## src/db_ctrl_settings.svh

```systemverilog
//~~~~~~~~~~~~~~~~~~~~~~~~~~~~~~~~~~~~~~~
// daughterboard control settings: bus
// addresses, readback map, queue depth
//~~~~~~~~~~~~~~~~~~~~~~~~~~~~~~~~~~~~~~~
`ifndef DB_CTRL_SETTINGS_SVH
`define DB_CTRL_SETTINGS_SVH

`define SR_MISC_OUTS  8'd0   // misc output word.
`define SR_SYNC       8'd1   // any write pulses sync.
`define SR_CLEAR_CMDS 8'd2   // flushes the command queue.
`define SR_SPI        8'd16  // offsets 0 to 2.
`define SR_LEDS       8'd24  // offsets 0 to 4.
`define SR_FP_GPIO    8'd32  // offsets 0 to 4.
`define SR_DB_GPIO    8'd48  // offsets 0 to 4.

// ATR bank register offsets
`define ATR_OFF_IDLE  8'd0
`define ATR_OFF_RX    8'd1
`define ATR_OFF_TX    8'd2
`define ATR_OFF_FDX   8'd3
`define ATR_OFF_DDR   8'd4

`define SPI_OFF_DIV   8'd0   // sclk half period minus one.
`define SPI_OFF_CFG   8'd1   // ce mask and bit count.
`define SPI_OFF_DATA  8'd2   // write starts a transfer.

`define RB_MISC_IO    8'd0
`define RB_SPI        8'd1
`define RB_LEDS       8'd2
`define RB_DB_GPIO    8'd3
`define RB_FP_GPIO    8'd4
`define RB_BAD_DATA   64'h0BADC0DE0BADC0DE

`define CMD_FIFO_DEPTH   16
`define ATR_DEFAULT_DDR  32'hFFFF_FFFF  // all outputs.
`define ATR_DEFAULT_IDLE 32'd0
`define SEN_IDLE         8'hFF

`endif

```

## src/db_ctrl_pkg.sv

```systemverilog
//~~~~~~~~~~~~~~~~~~~~~~~~~~~~~~~~~~~~~~~
// daughterboard control types: queued
// command entry and ATR state
//~~~~~~~~~~~~~~~~~~~~~~~~~~~~~~~~~~~~~~~
`default_nettype none

package db_ctrl_pkg;

  // one timed setting write, 104 bits packed.
  typedef struct packed {
    logic [7:0]  addr;       // setting address.
    logic [31:0] data;       // setting value.
    logic [63:0] exec_time;  // vita time to release at.
  } set_cmd_t;

  // radio activity, encoded as {run_tx, run_rx}.
  typedef enum logic [1:0] {
    ATR_IDLE = 2'b00,
    ATR_RX   = 2'b01,
    ATR_TX   = 2'b10,
    ATR_FDX  = 2'b11
  } atr_state_t;

endpackage

`default_nettype wire

```

## src/timed_cmd_fifo.sv

```systemverilog
//~~~~~~~~~~~~~~~~~~~~~~~~~~~~~~~~~~~~~~~
// timed command queue: holds setting
// writes until vita time, flush on clear
//~~~~~~~~~~~~~~~~~~~~~~~~~~~~~~~~~~~~~~~
`timescale 1ns/1ps
`default_nettype none
`include "db_ctrl_settings.svh"

module timed_cmd_fifo
  import db_ctrl_pkg::*;
(
  input  wire         clk,
  input  wire         arst_n,
  input  wire         set_stb,
  input  wire  [7:0]  set_addr,
  input  wire  [31:0] set_data,
  input  wire  [63:0] set_time,
  input  wire  [63:0] vita_time,
  input  wire         ready,
  output logic        set_stb_t,
  output logic [7:0]  set_addr_t,
  output logic [31:0] set_data_t
);

  localparam int DEPTH = `CMD_FIFO_DEPTH;
  localparam int PTR_W = $clog2(DEPTH);

  set_cmd_t       mem [DEPTH];
  set_cmd_t       head;
  logic [PTR_W:0] wr_ptr;  // extra msb tells full from empty.
  logic [PTR_W:0] rd_ptr;
  logic           empty;
  logic           full;
  logic           clear;
  logic           push;
  logic           pop;

  assign clear = set_stb && (set_addr == `SR_CLEAR_CMDS);
  assign push  = set_stb && !clear && !full;
  assign empty = (wr_ptr == rd_ptr);
  assign full  = (wr_ptr[PTR_W] != rd_ptr[PTR_W]) &&
                 (wr_ptr[PTR_W-1:0] == rd_ptr[PTR_W-1:0]);
  assign head  = mem[rd_ptr[PTR_W-1:0]];

  // head blocks everything behind it until its time comes.
  assign pop = !empty && !clear && ready && (vita_time >= head.exec_time);

  always_ff @(posedge clk) begin
    if (push) begin
      mem[wr_ptr[PTR_W-1:0]] <= '{addr: set_addr, data: set_data, exec_time: set_time};
    end
  end

  always_ff @(posedge clk or negedge arst_n) begin
    if (!arst_n) begin
      wr_ptr <= '0;
      rd_ptr <= '0;
    end else if (clear) begin
      wr_ptr <= '0;  // drops all pending entries.
      rd_ptr <= '0;
    end else begin
      if (push) begin
        wr_ptr <= wr_ptr + 1'b1;
      end
      if (pop) begin
        rd_ptr <= rd_ptr + 1'b1;
      end
    end
  end

  // released command goes out on the broadcast bus
  always_ff @(posedge clk or negedge arst_n) begin
    if (!arst_n) begin
      set_stb_t <= 1'b0;
    end else begin
      set_stb_t <= pop;
    end
  end

  always_ff @(posedge clk) begin
    if (pop) begin
      set_addr_t <= head.addr;
      set_data_t <= head.data;
    end
  end

  a_no_push_when_full: assert property (
    @(posedge clk) disable iff (!arst_n)
    (set_stb && !clear) |-> !full
  ) else $error("timed_cmd_fifo: command dropped, queue full");

  // pending entries never exceed the depth.
  a_occupancy_in_range: assert property (
    @(posedge clk) disable iff (!arst_n)
    (wr_ptr - rd_ptr) <= (PTR_W+1)'(DEPTH)
  ) else $error("timed_cmd_fifo: occupancy beyond queue depth");

endmodule

`default_nettype wire

```

## src/gpio_atr.sv

```systemverilog
//~~~~~~~~~~~~~~~~~~~~~~~~~~~~~~~~~~~~~~~
// ATR output bank: picks one of four
// state words from run_rx and run_tx
//~~~~~~~~~~~~~~~~~~~~~~~~~~~~~~~~~~~~~~~
`timescale 1ns/1ps
`default_nettype none
`include "db_ctrl_settings.svh"

module gpio_atr
  import db_ctrl_pkg::*;
#(
  parameter logic [7:0] BASE = `SR_FP_GPIO
) (
  input  wire         clk,
  input  wire         arst_n,
  input  wire         set_stb,
  input  wire  [7:0]  set_addr,
  input  wire  [31:0] set_data,
  input  wire         run_rx,
  input  wire         run_tx,
  input  wire  [31:0] gpio_in,
  output logic [31:0] gpio_out,
  output logic [31:0] gpio_ddr,
  output logic [31:0] gpio_readback
);

  localparam logic [7:0] ADDR_IDLE = BASE + `ATR_OFF_IDLE;
  localparam logic [7:0] ADDR_RX   = BASE + `ATR_OFF_RX;
  localparam logic [7:0] ADDR_TX   = BASE + `ATR_OFF_TX;
  localparam logic [7:0] ADDR_FDX  = BASE + `ATR_OFF_FDX;
  localparam logic [7:0] ADDR_DDR  = BASE + `ATR_OFF_DDR;

  logic [31:0] idle_word;
  logic [31:0] rx_word;
  logic [31:0] tx_word;
  logic [31:0] fdx_word;
  logic [31:0] next_out;
  atr_state_t  state;

  assign state = atr_state_t'({run_tx, run_rx});

  always_ff @(posedge clk or negedge arst_n) begin
    if (!arst_n) begin
      idle_word <= `ATR_DEFAULT_IDLE;
      rx_word   <= `ATR_DEFAULT_IDLE;
      tx_word   <= `ATR_DEFAULT_IDLE;
      fdx_word  <= `ATR_DEFAULT_IDLE;
      gpio_ddr  <= `ATR_DEFAULT_DDR;
    end else if (set_stb) begin
      case (set_addr)
        ADDR_IDLE: idle_word <= set_data;
        ADDR_RX:   rx_word   <= set_data;
        ADDR_TX:   tx_word   <= set_data;
        ADDR_FDX:  fdx_word  <= set_data;
        ADDR_DDR:  gpio_ddr  <= set_data;
        default: ;  // outside this bank.
      endcase
    end
  end

  always_comb begin
    unique case (state)
      ATR_IDLE: next_out = idle_word;
      ATR_RX:   next_out = rx_word;
      ATR_TX:   next_out = tx_word;
      ATR_FDX:  next_out = fdx_word;
    endcase
  end

  always_ff @(posedge clk or negedge arst_n) begin
    if (!arst_n) begin
      gpio_out <= `ATR_DEFAULT_IDLE;
    end else begin
      gpio_out <= next_out;  // one cycle after state change.
    end
  end

  always_ff @(posedge clk) begin
    gpio_readback <= gpio_in;  // pins sampled every cycle.
  end

endmodule

`default_nettype wire

```

## src/spi_master.sv

```systemverilog
//~~~~~~~~~~~~~~~~~~~~~~~~~~~~~~~~~~~~~~~
// SPI master programmed over the
// settings bus, mode 0, MSB first
//~~~~~~~~~~~~~~~~~~~~~~~~~~~~~~~~~~~~~~~
`timescale 1ns/1ps
`default_nettype none
`include "db_ctrl_settings.svh"

module spi_master
  import db_ctrl_pkg::*;
#(
  parameter logic [7:0] BASE = `SR_SPI
) (
  input  wire         clk,
  input  wire         arst_n,
  input  wire         set_stb,
  input  wire  [7:0]  set_addr,
  input  wire  [31:0] set_data,
  input  wire         miso,
  output logic [7:0]  sen,
  output logic        sclk,
  output logic        mosi,
  output logic [31:0] readback,
  output logic        ready
);

  localparam logic [7:0] ADDR_DIV  = BASE + `SPI_OFF_DIV;
  localparam logic [7:0] ADDR_CFG  = BASE + `SPI_OFF_CFG;
  localparam logic [7:0] ADDR_DATA = BASE + `SPI_OFF_DATA;

  logic [15:0] divider;
  logic [7:0]  ce_mask;
  logic [5:0]  bit_count;  // 1 to 32.
  logic [15:0] div_cnt;
  logic [5:0]  bits_left;
  logic [31:0] tx_shift;
  logic [31:0] rx_shift;
  logic        busy;
  logic        start;
  logic        tick;

  assign start    = set_stb && (set_addr == ADDR_DATA) && !busy;
  assign tick     = busy && (div_cnt == divider);
  assign ready    = !busy;
  assign readback = rx_shift;  // received bits, right aligned.

  always_ff @(posedge clk or negedge arst_n) begin
    if (!arst_n) begin
      divider   <= '0;
      ce_mask   <= '0;
      bit_count <= 6'd32;
    end else if (set_stb) begin
      if (set_addr == ADDR_DIV) begin
        divider <= set_data[15:0];
      end
      if (set_addr == ADDR_CFG) begin
        ce_mask   <= set_data[7:0];
        bit_count <= set_data[13:8];
      end
    end
  end

  // sclk toggles on every tick, so a bit takes two ticks
  always_ff @(posedge clk or negedge arst_n) begin
    if (!arst_n) begin
      busy      <= 1'b0;
      sen       <= `SEN_IDLE;
      sclk      <= 1'b0;
      mosi      <= 1'b0;
      div_cnt   <= '0;
      bits_left <= '0;
      tx_shift  <= '0;
      rx_shift  <= '0;
    end else if (start) begin
      busy      <= 1'b1;
      sen       <= `SEN_IDLE & ~ce_mask;  // selected enables low.
      sclk      <= 1'b0;
      mosi      <= set_data[31];  // first bit ready before first rise.
      div_cnt   <= '0;
      bits_left <= bit_count;
      tx_shift  <= set_data;
      rx_shift  <= '0;
    end else if (busy) begin
      if (tick) begin
        div_cnt <= '0;
        sclk    <= ~sclk;
        if (!sclk) begin
          rx_shift  <= {rx_shift[30:0], miso};  // rising edge.
          bits_left <= bits_left - 1'b1;
        end else if (bits_left == '0) begin
          busy <= 1'b0;  // last falling edge ends it.
          sen  <= `SEN_IDLE;
          mosi <= 1'b0;
        end else begin
          tx_shift <= {tx_shift[30:0], 1'b0};
          mosi     <= tx_shift[30];  // falling edge.
        end
      end else begin
        div_cnt <= div_cnt + 1'b1;
      end
    end
  end

  a_sclk_quiet_when_idle: assert property (
    @(posedge clk) disable iff (!arst_n)
    ready |=> $stable(sclk)
  ) else $error("spi_master: sclk toggled while idle");

endmodule

`default_nettype wire

```

## src/db_control.sv

```systemverilog
//~~~~~~~~~~~~~~~~~~~~~~~~~~~~~~~~~~~~~~~
// daughterboard control top: timed
// settings, ATR banks, SPI, readback
//~~~~~~~~~~~~~~~~~~~~~~~~~~~~~~~~~~~~~~~
`timescale 1ns/1ps
`default_nettype none
`include "db_ctrl_settings.svh"

module db_control
  import db_ctrl_pkg::*;
(
  input  wire         clk,
  input  wire         arst_n,
  // radio core side
  input  wire         set_stb,
  input  wire  [7:0]  set_addr,
  input  wire  [31:0] set_data,
  input  wire  [63:0] set_time,
  output logic        rb_stb,
  input  wire  [7:0]  rb_addr,
  output logic [63:0] rb_data,
  input  wire  [63:0] vita_time,
  input  wire         run_rx,
  input  wire         run_tx,
  // front end side
  input  wire  [31:0] misc_ins,
  output logic [31:0] misc_outs,
  output logic        sync,
  output logic [31:0] leds,
  output logic [31:0] fp_gpio_out,
  output logic [31:0] fp_gpio_ddr,
  input  wire  [31:0] fp_gpio_in,
  output logic [31:0] db_gpio_out,
  output logic [31:0] db_gpio_ddr,
  input  wire  [31:0] db_gpio_in,
  output logic [7:0]  sen,
  output logic        sclk,
  output logic        mosi,
  input  wire         miso
);

  logic        set_stb_t;
  logic [7:0]  set_addr_t;
  logic [31:0] set_data_t;
  logic        spi_ready;
  logic [31:0] spi_readback;
  logic [31:0] leds_readback;
  logic [31:0] fp_gpio_readback;
  logic [31:0] db_gpio_readback;

  timed_cmd_fifo cmd_fifo (
    .clk        (clk),
    .arst_n     (arst_n),
    .set_stb    (set_stb),
    .set_addr   (set_addr),
    .set_data   (set_data),
    .set_time   (set_time),
    .vita_time  (vita_time),
    .ready      (spi_ready),  // hold commands while SPI is busy.
    .set_stb_t  (set_stb_t),
    .set_addr_t (set_addr_t),
    .set_data_t (set_data_t)
  );

  always_ff @(posedge clk or negedge arst_n) begin
    if (!arst_n) begin
      misc_outs <= '0;
      sync      <= 1'b0;
    end else begin
      if (set_stb_t && (set_addr_t == `SR_MISC_OUTS)) begin
        misc_outs <= set_data_t;
      end
      sync <= set_stb_t && (set_addr_t == `SR_SYNC);  // data ignored.
    end
  end

  always_comb begin
    rb_stb = 1'b1;
    case (rb_addr)
      `RB_MISC_IO: rb_data = {misc_ins, misc_outs};
      `RB_SPI: begin
        rb_stb  = spi_ready;
        rb_data = {31'd0, spi_ready, spi_readback};
      end
      `RB_LEDS:    rb_data = {32'd0, leds_readback};
      `RB_DB_GPIO: rb_data = {32'd0, db_gpio_readback};
      `RB_FP_GPIO: rb_data = {32'd0, fp_gpio_readback};
      default:     rb_data = `RB_BAD_DATA;
    endcase
  end

  // LED bank reads back its own outputs.
  gpio_atr #(.BASE(`SR_LEDS)) leds_atr (
    .clk(clk), .arst_n(arst_n),
    .set_stb(set_stb_t), .set_addr(set_addr_t), .set_data(set_data_t),
    .run_rx(run_rx), .run_tx(run_tx), .gpio_in(leds),
    .gpio_out(leds), .gpio_ddr(), .gpio_readback(leds_readback)
  );

  gpio_atr #(.BASE(`SR_FP_GPIO)) fp_gpio_atr (
    .clk(clk), .arst_n(arst_n),
    .set_stb(set_stb_t), .set_addr(set_addr_t), .set_data(set_data_t),
    .run_rx(run_rx), .run_tx(run_tx), .gpio_in(fp_gpio_in),
    .gpio_out(fp_gpio_out), .gpio_ddr(fp_gpio_ddr), .gpio_readback(fp_gpio_readback)
  );

  gpio_atr #(.BASE(`SR_DB_GPIO)) db_gpio_atr (
    .clk(clk), .arst_n(arst_n),
    .set_stb(set_stb_t), .set_addr(set_addr_t), .set_data(set_data_t),
    .run_rx(run_rx), .run_tx(run_tx), .gpio_in(db_gpio_in),
    .gpio_out(db_gpio_out), .gpio_ddr(db_gpio_ddr), .gpio_readback(db_gpio_readback)
  );

  spi_master #(.BASE(`SR_SPI)) spi (
    .clk(clk), .arst_n(arst_n),
    .set_stb(set_stb_t), .set_addr(set_addr_t), .set_data(set_data_t),
    .miso(miso), .sen(sen), .sclk(sclk), .mosi(mosi),
    .readback(spi_readback), .ready(spi_ready)
  );

endmodule

`default_nettype wire

```

## config.mk

```make
export PLATFORM = sky130hd
export DESIGN_NAME = db_control
export DESIGN_NICKNAME = d
export VERILOG_FILES = /design/src/db_ctrl_pkg.sv /design/src/timed_cmd_fifo.sv /design/src/gpio_atr.sv /design/src/spi_master.sv /design/src/db_control.sv
export VERILOG_INCLUDE_DIRS = /design/src
export SDC_FILE = /design/constraint.sdc
export NUM_CORES = 2
export LEC_CHECK = 0
export BUFFER_PORTS_ARGS = -buffer_cell sky130_fd_sc_hd__buf_2
export CAP_MARGIN = 30
export CORE_MARGIN = 2
export CORE_UTILIZATION = 30
export DETAILED_ROUTE_END_ITERATION = 7
export GPL_TIMING_DRIVEN = 1
export PLACE_DENSITY = 0.53
export RECOVER_POWER = 25
export SLEW_MARGIN = 20
export SYNTH_ARGS = -nofsm -noshare
export SYNTH_HDL_FRONTEND = slang
export SYNTH_HIERARCHICAL = 1
export SYNTH_SLANG_ARGS = --single-unit
```

## constraint.sdc

```tcl
create_clock -name clk -period 17.11 [get_ports clk]
set_input_delay 2.5665 -clock clk [delete_from_list [all_inputs] [get_ports clk]]
set_output_delay 2.5665 -clock clk [all_outputs]
set_load 0.005 [all_outputs]
```

==> After elaboration in Yosys (flattened, before gate mapping) <==
Memories as Yosys holds them, arrays and structs flattened.
Index checks and enable logic that the tools add are counted.
W data, S select, Z words.
{ "totals": {"register_bits": 850, "ram_bits": 1664, "input_bits": 278, "wordCells": 170, "n_memories": 1} }
{ "classes": {"add_sub_neg": 4, "order_cmp": 1, "eq_ne": 32, "n_mux": 45, "bitwise_logic": 2, "n_reduce_logical": 47} }
{ "mem_list": {"columns": ["name", "depth", "width", "rd", "rd_clocked_by_memory_dff", "write_ports", "line_no", "source"], "rows": [
  ["cmd_fifo.mem", 16, 104, 1, 0, 1, "timed_cmd_fifo.sv:28", "set_cmd_t mem [DEPTH];"]
]} }
{ "ops": {"columns": ["cell", "count"], "rows": [
  ["$pmux W32 S4", 3],
  ["$pmux W64 S5", 1],
  ["$mux W31", 5],
  ["$mux W32", 4],
  ["$eq A8 B6 Y1 const B", 10],
  ["$ge A64 B64 Y1", 1],
  ["$eq A8 B5 Y1 const B", 7],
  ["$mux W16", 3],
  ["$mux W8", 5],
  ["$reduce_and A2 Y1", 17],
  ["$eq A8 B2 Y1 const B", 3],
  ["$mux W6", 4],
  ["$mux W5", 4],
  ["$add A16 B1 Y16 const B", 1],
  ["$eq A16 B16 Y1", 1],
  ["$eq A8 B1 Y1 const B", 2],
  ["$logic_not A8 Y1", 2],
  ["$mux W1", 16],
  ["$logic_and A1 B1 Y1", 12],
  ["$reduce_bool A2 Y1", 6],
  ["$add A5 B1 Y5 const B", 2],
  ["$eq A8 B3 Y1 const B", 1],
  ["$not A8 Y8", 1],
  ["$reduce_and A4 Y1", 2],
  ["other kinds (13)", 18]
]} }

==> Depth between registers and ports, before layout <==
{ "logic_depth": {"word_depth": 8, "ltp_mapped": 19} }

==> Cells and area by module <==
Netlist, hierarchy kept.
{ "modules_own_cells": {"columns": ["mod", "n_inst", "cells_each", "area_per_inst_um2"], "rows": [
  ["timed_cmd_fifo", 1, 3375, 66630.2],
  ["gpio_atr at db_gpio_atr ...", 2, 448, 8197.9],
  ["gpio_atr at fp_gpio_atr", 1, 448, 8194.1],
  ["spi_master", 1, 532, 5748.0],
  ["db_control", 1, 327, 3062.9]
]} }

==> Least setup slack after synthesis <==
OpenSTA, ideal clock, no wires.
{ "synth_timing": {"path_kind": "input port to flip-flop", "startpoint": "input port set_addr[3]", "endpoint": "memory cmd_fifo/mem[3][0] in the netlist's numbering, enable pin", "setup_ns": 0.695, "arrival_time_ns": 10.211, "required_ns": 16.415, "slack_ns": 6.204, "stages": 5, "n_path_buf": 0, "path_cell_list": "nor2_1 -> and4b_1 -> nor2_1 -> nand2_1 -> nor3_1"} }
{ "synth_via": {"elab_chain_len": 7} }
{ "synth_rtl": {"columns": ["element", "line_no", "source"], "rows": [
  ["from (decl)", "db_control.sv:16", "input wire [7:0] set_addr,"],
  ["$eq A8 B2 Y1 (no line)", null, null],
  ["$logic_and A1 B1 Y1", "timed_cmd_fifo.sv:38", "assign clear = set_stb && (set_addr == `SR_CLEAR_CMDS);"],
  ["$logic_not A1 Y1", "timed_cmd_fifo.sv:39", "assign push = set_stb && !clear && !full;"],
  ["$logic_and A1 B1 Y1 (2 in series)", "timed_cmd_fifo.sv:39", null],
  ["$mux W1", "timed_cmd_fifo.sv:49", "if (push) begin"],
  ["$mux W1 (not written as such)", "timed_cmd_fifo.sv:50", "mem[wr_ptr[PTR_W-1:0]] <= '{addr: set_addr, data: set_data, exec_time: set_time};"],
  ["to (decl)", "timed_cmd_fifo.sv:28", null]
]} }
No other way between the ends.

==> Worst setup path after layout <==
{ "layout_timing": {"startpoint": "input port rb_addr[2]", "endpoint": "output port rb_data[3]"} }
{ "layout_via": {"elab_chain_len": 2, "elab_cells_between_ends": 6, "classes_between": "4 x eq/ne; 1 x mux; 1 x reduce/logical"} }
{ "layout_rtl": {"columns": ["element", "line_no", "source"], "rows": [
  ["from (decl)", "db_control.sv:20", "input wire [7:0] rb_addr,"],
  ["$eq A8 B3 Y1, or another cell as far along", "db_control.sv:79", "case (rb_addr)"],
  ["$pmux W64 S5 (*)", "db_control.sv:79", null],
  ["to (decl)", "db_control.sv:21", "output logic [63:0] rb_data,"]
]} }
Mark *: on every way between the ends. The rest lies on a longest branch, timed or not.

==> run summary <==
status - finished with violations
failing checks - max-capacitance violations, max-slew violations
initial antenna violation count - 95
Crit Path Category - in -> out
crit path capture type - primary output
Ports - 546
synth warn - 6
Final Net Count - 6,540
vias in the first global route - 55,500
Flop pwr share - 0.419
# DRC - 0
Reg area - 0.0711 sq mm
# Max-Cap Violations - 4
Net Sw Power - 0.00625 W
H-Tree Depth - 5
CTS resizes - 0
pre-CTS setup slack - 9.59 ns
Clk pwr share - 0.306
Tcrit/Tclk final - 0.428
Logic pwr share - 0.275
Avg WL per Cell - 26.9 microns
die area - 0.334 sq mm
grt ovf - 0
Peak Freq - 0.137 GHz
Int Power - 0.0130 W
RSZ-0062 raised after global routing - no
CTS tree - yes
synthesized area - 0.0988 sq mm
multi-input logic area - 0.0265 sq mm
Leak - 43.8 nW
Fill cells - 30,700
critical path's largest stage delay - 0.72 ns
iteration-0 DRC count of the detailed router - 4,315
crit path buf inv count - 3
Vias/cell - 5.01
Final HPWL DP - 171 mm
Routed WL - 290 mm
Gate Count Post-Synth - 5,509
Setup TNS - 0 ns
worst-case clock skew - 0.0337 ns
hold-fix buffers at CTS - 0
Rel. slew slack - -0.631
P&R area growth vs syn - 17.8%
Largest register FFs - 1,664
CP dominant cell by count - buf_2
GRT Util Overall - 0.170
clk sinks - 2,514
postcts setup bufs - 0
final hold viol count - 0
Crit Path Max Fanout - 58
Slowest cell on crit path - nand2b_1
largest net degree at the start of global routing - 180
Top Family by Delay on Critical Path - buffers and inverters
Max Slew Vio Count - 138
Skew-Pair Late Insertion Delay - 0.90 ns
Hold/Removal Path Class - reg -> reg
DIE HEIGHT - 578 microns
pwr dens - 165 mW/mm^2
Tightest Pin Transition - 2.45 ns
Inserted Clock Buffers - 279
switching share of power - 0.325
Clock transition at path regs - 0.06 ns
CTS Root Cell - clkbuf_16
initial core utilization - 0.302
GP Congestion - 0.856
CTS Buffer Depth - 4
WP data required - 14.54 ns
vias post-DR - 54,000
Max VDD drop - 144 uV
row count - 210
WP data arrival - 4.76 ns
1st-pass router iterations - 5
global-route wire length before repair - 413 mm
startpoint type of the worst setup path - input pin
Setup violations, final - 0
final core occ - 0.355
CP cell instances - buf_2 > buf_4 > nand2b_1 > o22ai_1 > a32oi_1 > buf_2
antenna violation net count after detailed routing - 0
share of cells above drive strength 1 - 0.316
Final Critical Period - 7.33 ns
syn_nets - 5,859
port bufs - 545
core area - 0.327 sq mm
Avg Inst Size Synth - 17.9 sq um
Die W - 578 microns
setup ws final - 9.78 ns
## cell usage in the layout, fill, tap and decap left out, drive strengths merged, types with 4 or more instances in the layout
cell,instances
a21o,22
a21oi,177
a221oi,169
a22oi,57
a32oi,6
and3,18
and4,9
and4bb,4
buf,615
bufinv,15
clkbuf,475
clkinv,85
dfrtp,641
dfstp,73
dfxtp,96
diode,29
edfxtp,1704
ha,72
inv,23
mux2,655
mux2i,365
mux4,304
nand2,110
nand2b,15
nand3,41
nand4,24
nand4b,6
nor2,250
nor3,13
nor3b,6
nor4,11
o21ai,193
o221ai,10
o22ai,36
or2,12
or3b,11
xnor2,12
xor2,33
## metal layers
| metal | share of wire | GRT usage |
|---|---|---|
| met1 | 0.43 | 0.224 |
| met2 | 0.48 | 0.282 |
| met3 | 0.063 | 0.0350 |
| met4 | 0.032 | 0.0513 |
| met5 | 0.0010 | 0 |
## through the flow
stage	instances	instance area, sq um	hold slack [ns]	power [W]
after floorplan	5509	98800	0.369	0.0113
after global placement	10200	107000	0.363	0.0134
after detailed placement	10200	107000	0.363	0.0136
after CTS	10700	116000	0.363	0.0195
after global routing	10800	116000	0.369	0.0201
final	10800	116000	0.359	0.0192
## power groups by stage
stage	combinational [W]	clock, W	sequential (W)
floorplan	0.00326	0	0.00804
global placement	0.00519	0	0.00820
detailed placement	0.00535	0	0.00820
CTS	0.00537	0.00603	0.00808
global route	0.00574	0.00627	0.00815
finish	0.00529	0.00589	0.00806
## path summary, 6_finish.rpt
kind | slack [ns] | cells after the start | start | to
setup / recovery | 9.78 | 6 | rb_addr[2] | rb_data[3]
hold / removal | 0.36 | 0 | leds_atr/gpio_out[10]$_DFF_PN0_ | leds_atr/gpio_readback[10]$_DFF_P_
setup reg to reg | 9.92 | 18 | cmd_fifo/rd_ptr[1]$_DFFE_PN0P_ | cmd_fifo/rd_ptr[3]$_DFFE_PN0P_
hold reg to reg | 0.36 | 0 | leds_atr/gpio_out[10]$_DFF_PN0_ | leds_atr/gpio_readback[10]$_DFF_P_
max in group asynchronous | 12.30 | 7 | arst_n | cmd_fifo/rd_ptr[3]$_DFFE_PN0P_
min in group asynchronous | 1.76 | 1 | arst_n | db_gpio_atr/idle_word[22]$_DFFE_PN0P_
## final cells by class
cell class / instances / share of cell area
antenna: 29 / 0.000624
clock buffer: 383 / 0.0667
timing repair buffer: 707 / 0.0371
tap: 4346 / 0.0467
multi-input combinational: 2677 / 0.228
clock inverter: 113 / 0.0100
sequential: 2514 / 0.611
inverter: 11 / 0.000387
(Power assumes the default switching activity.)
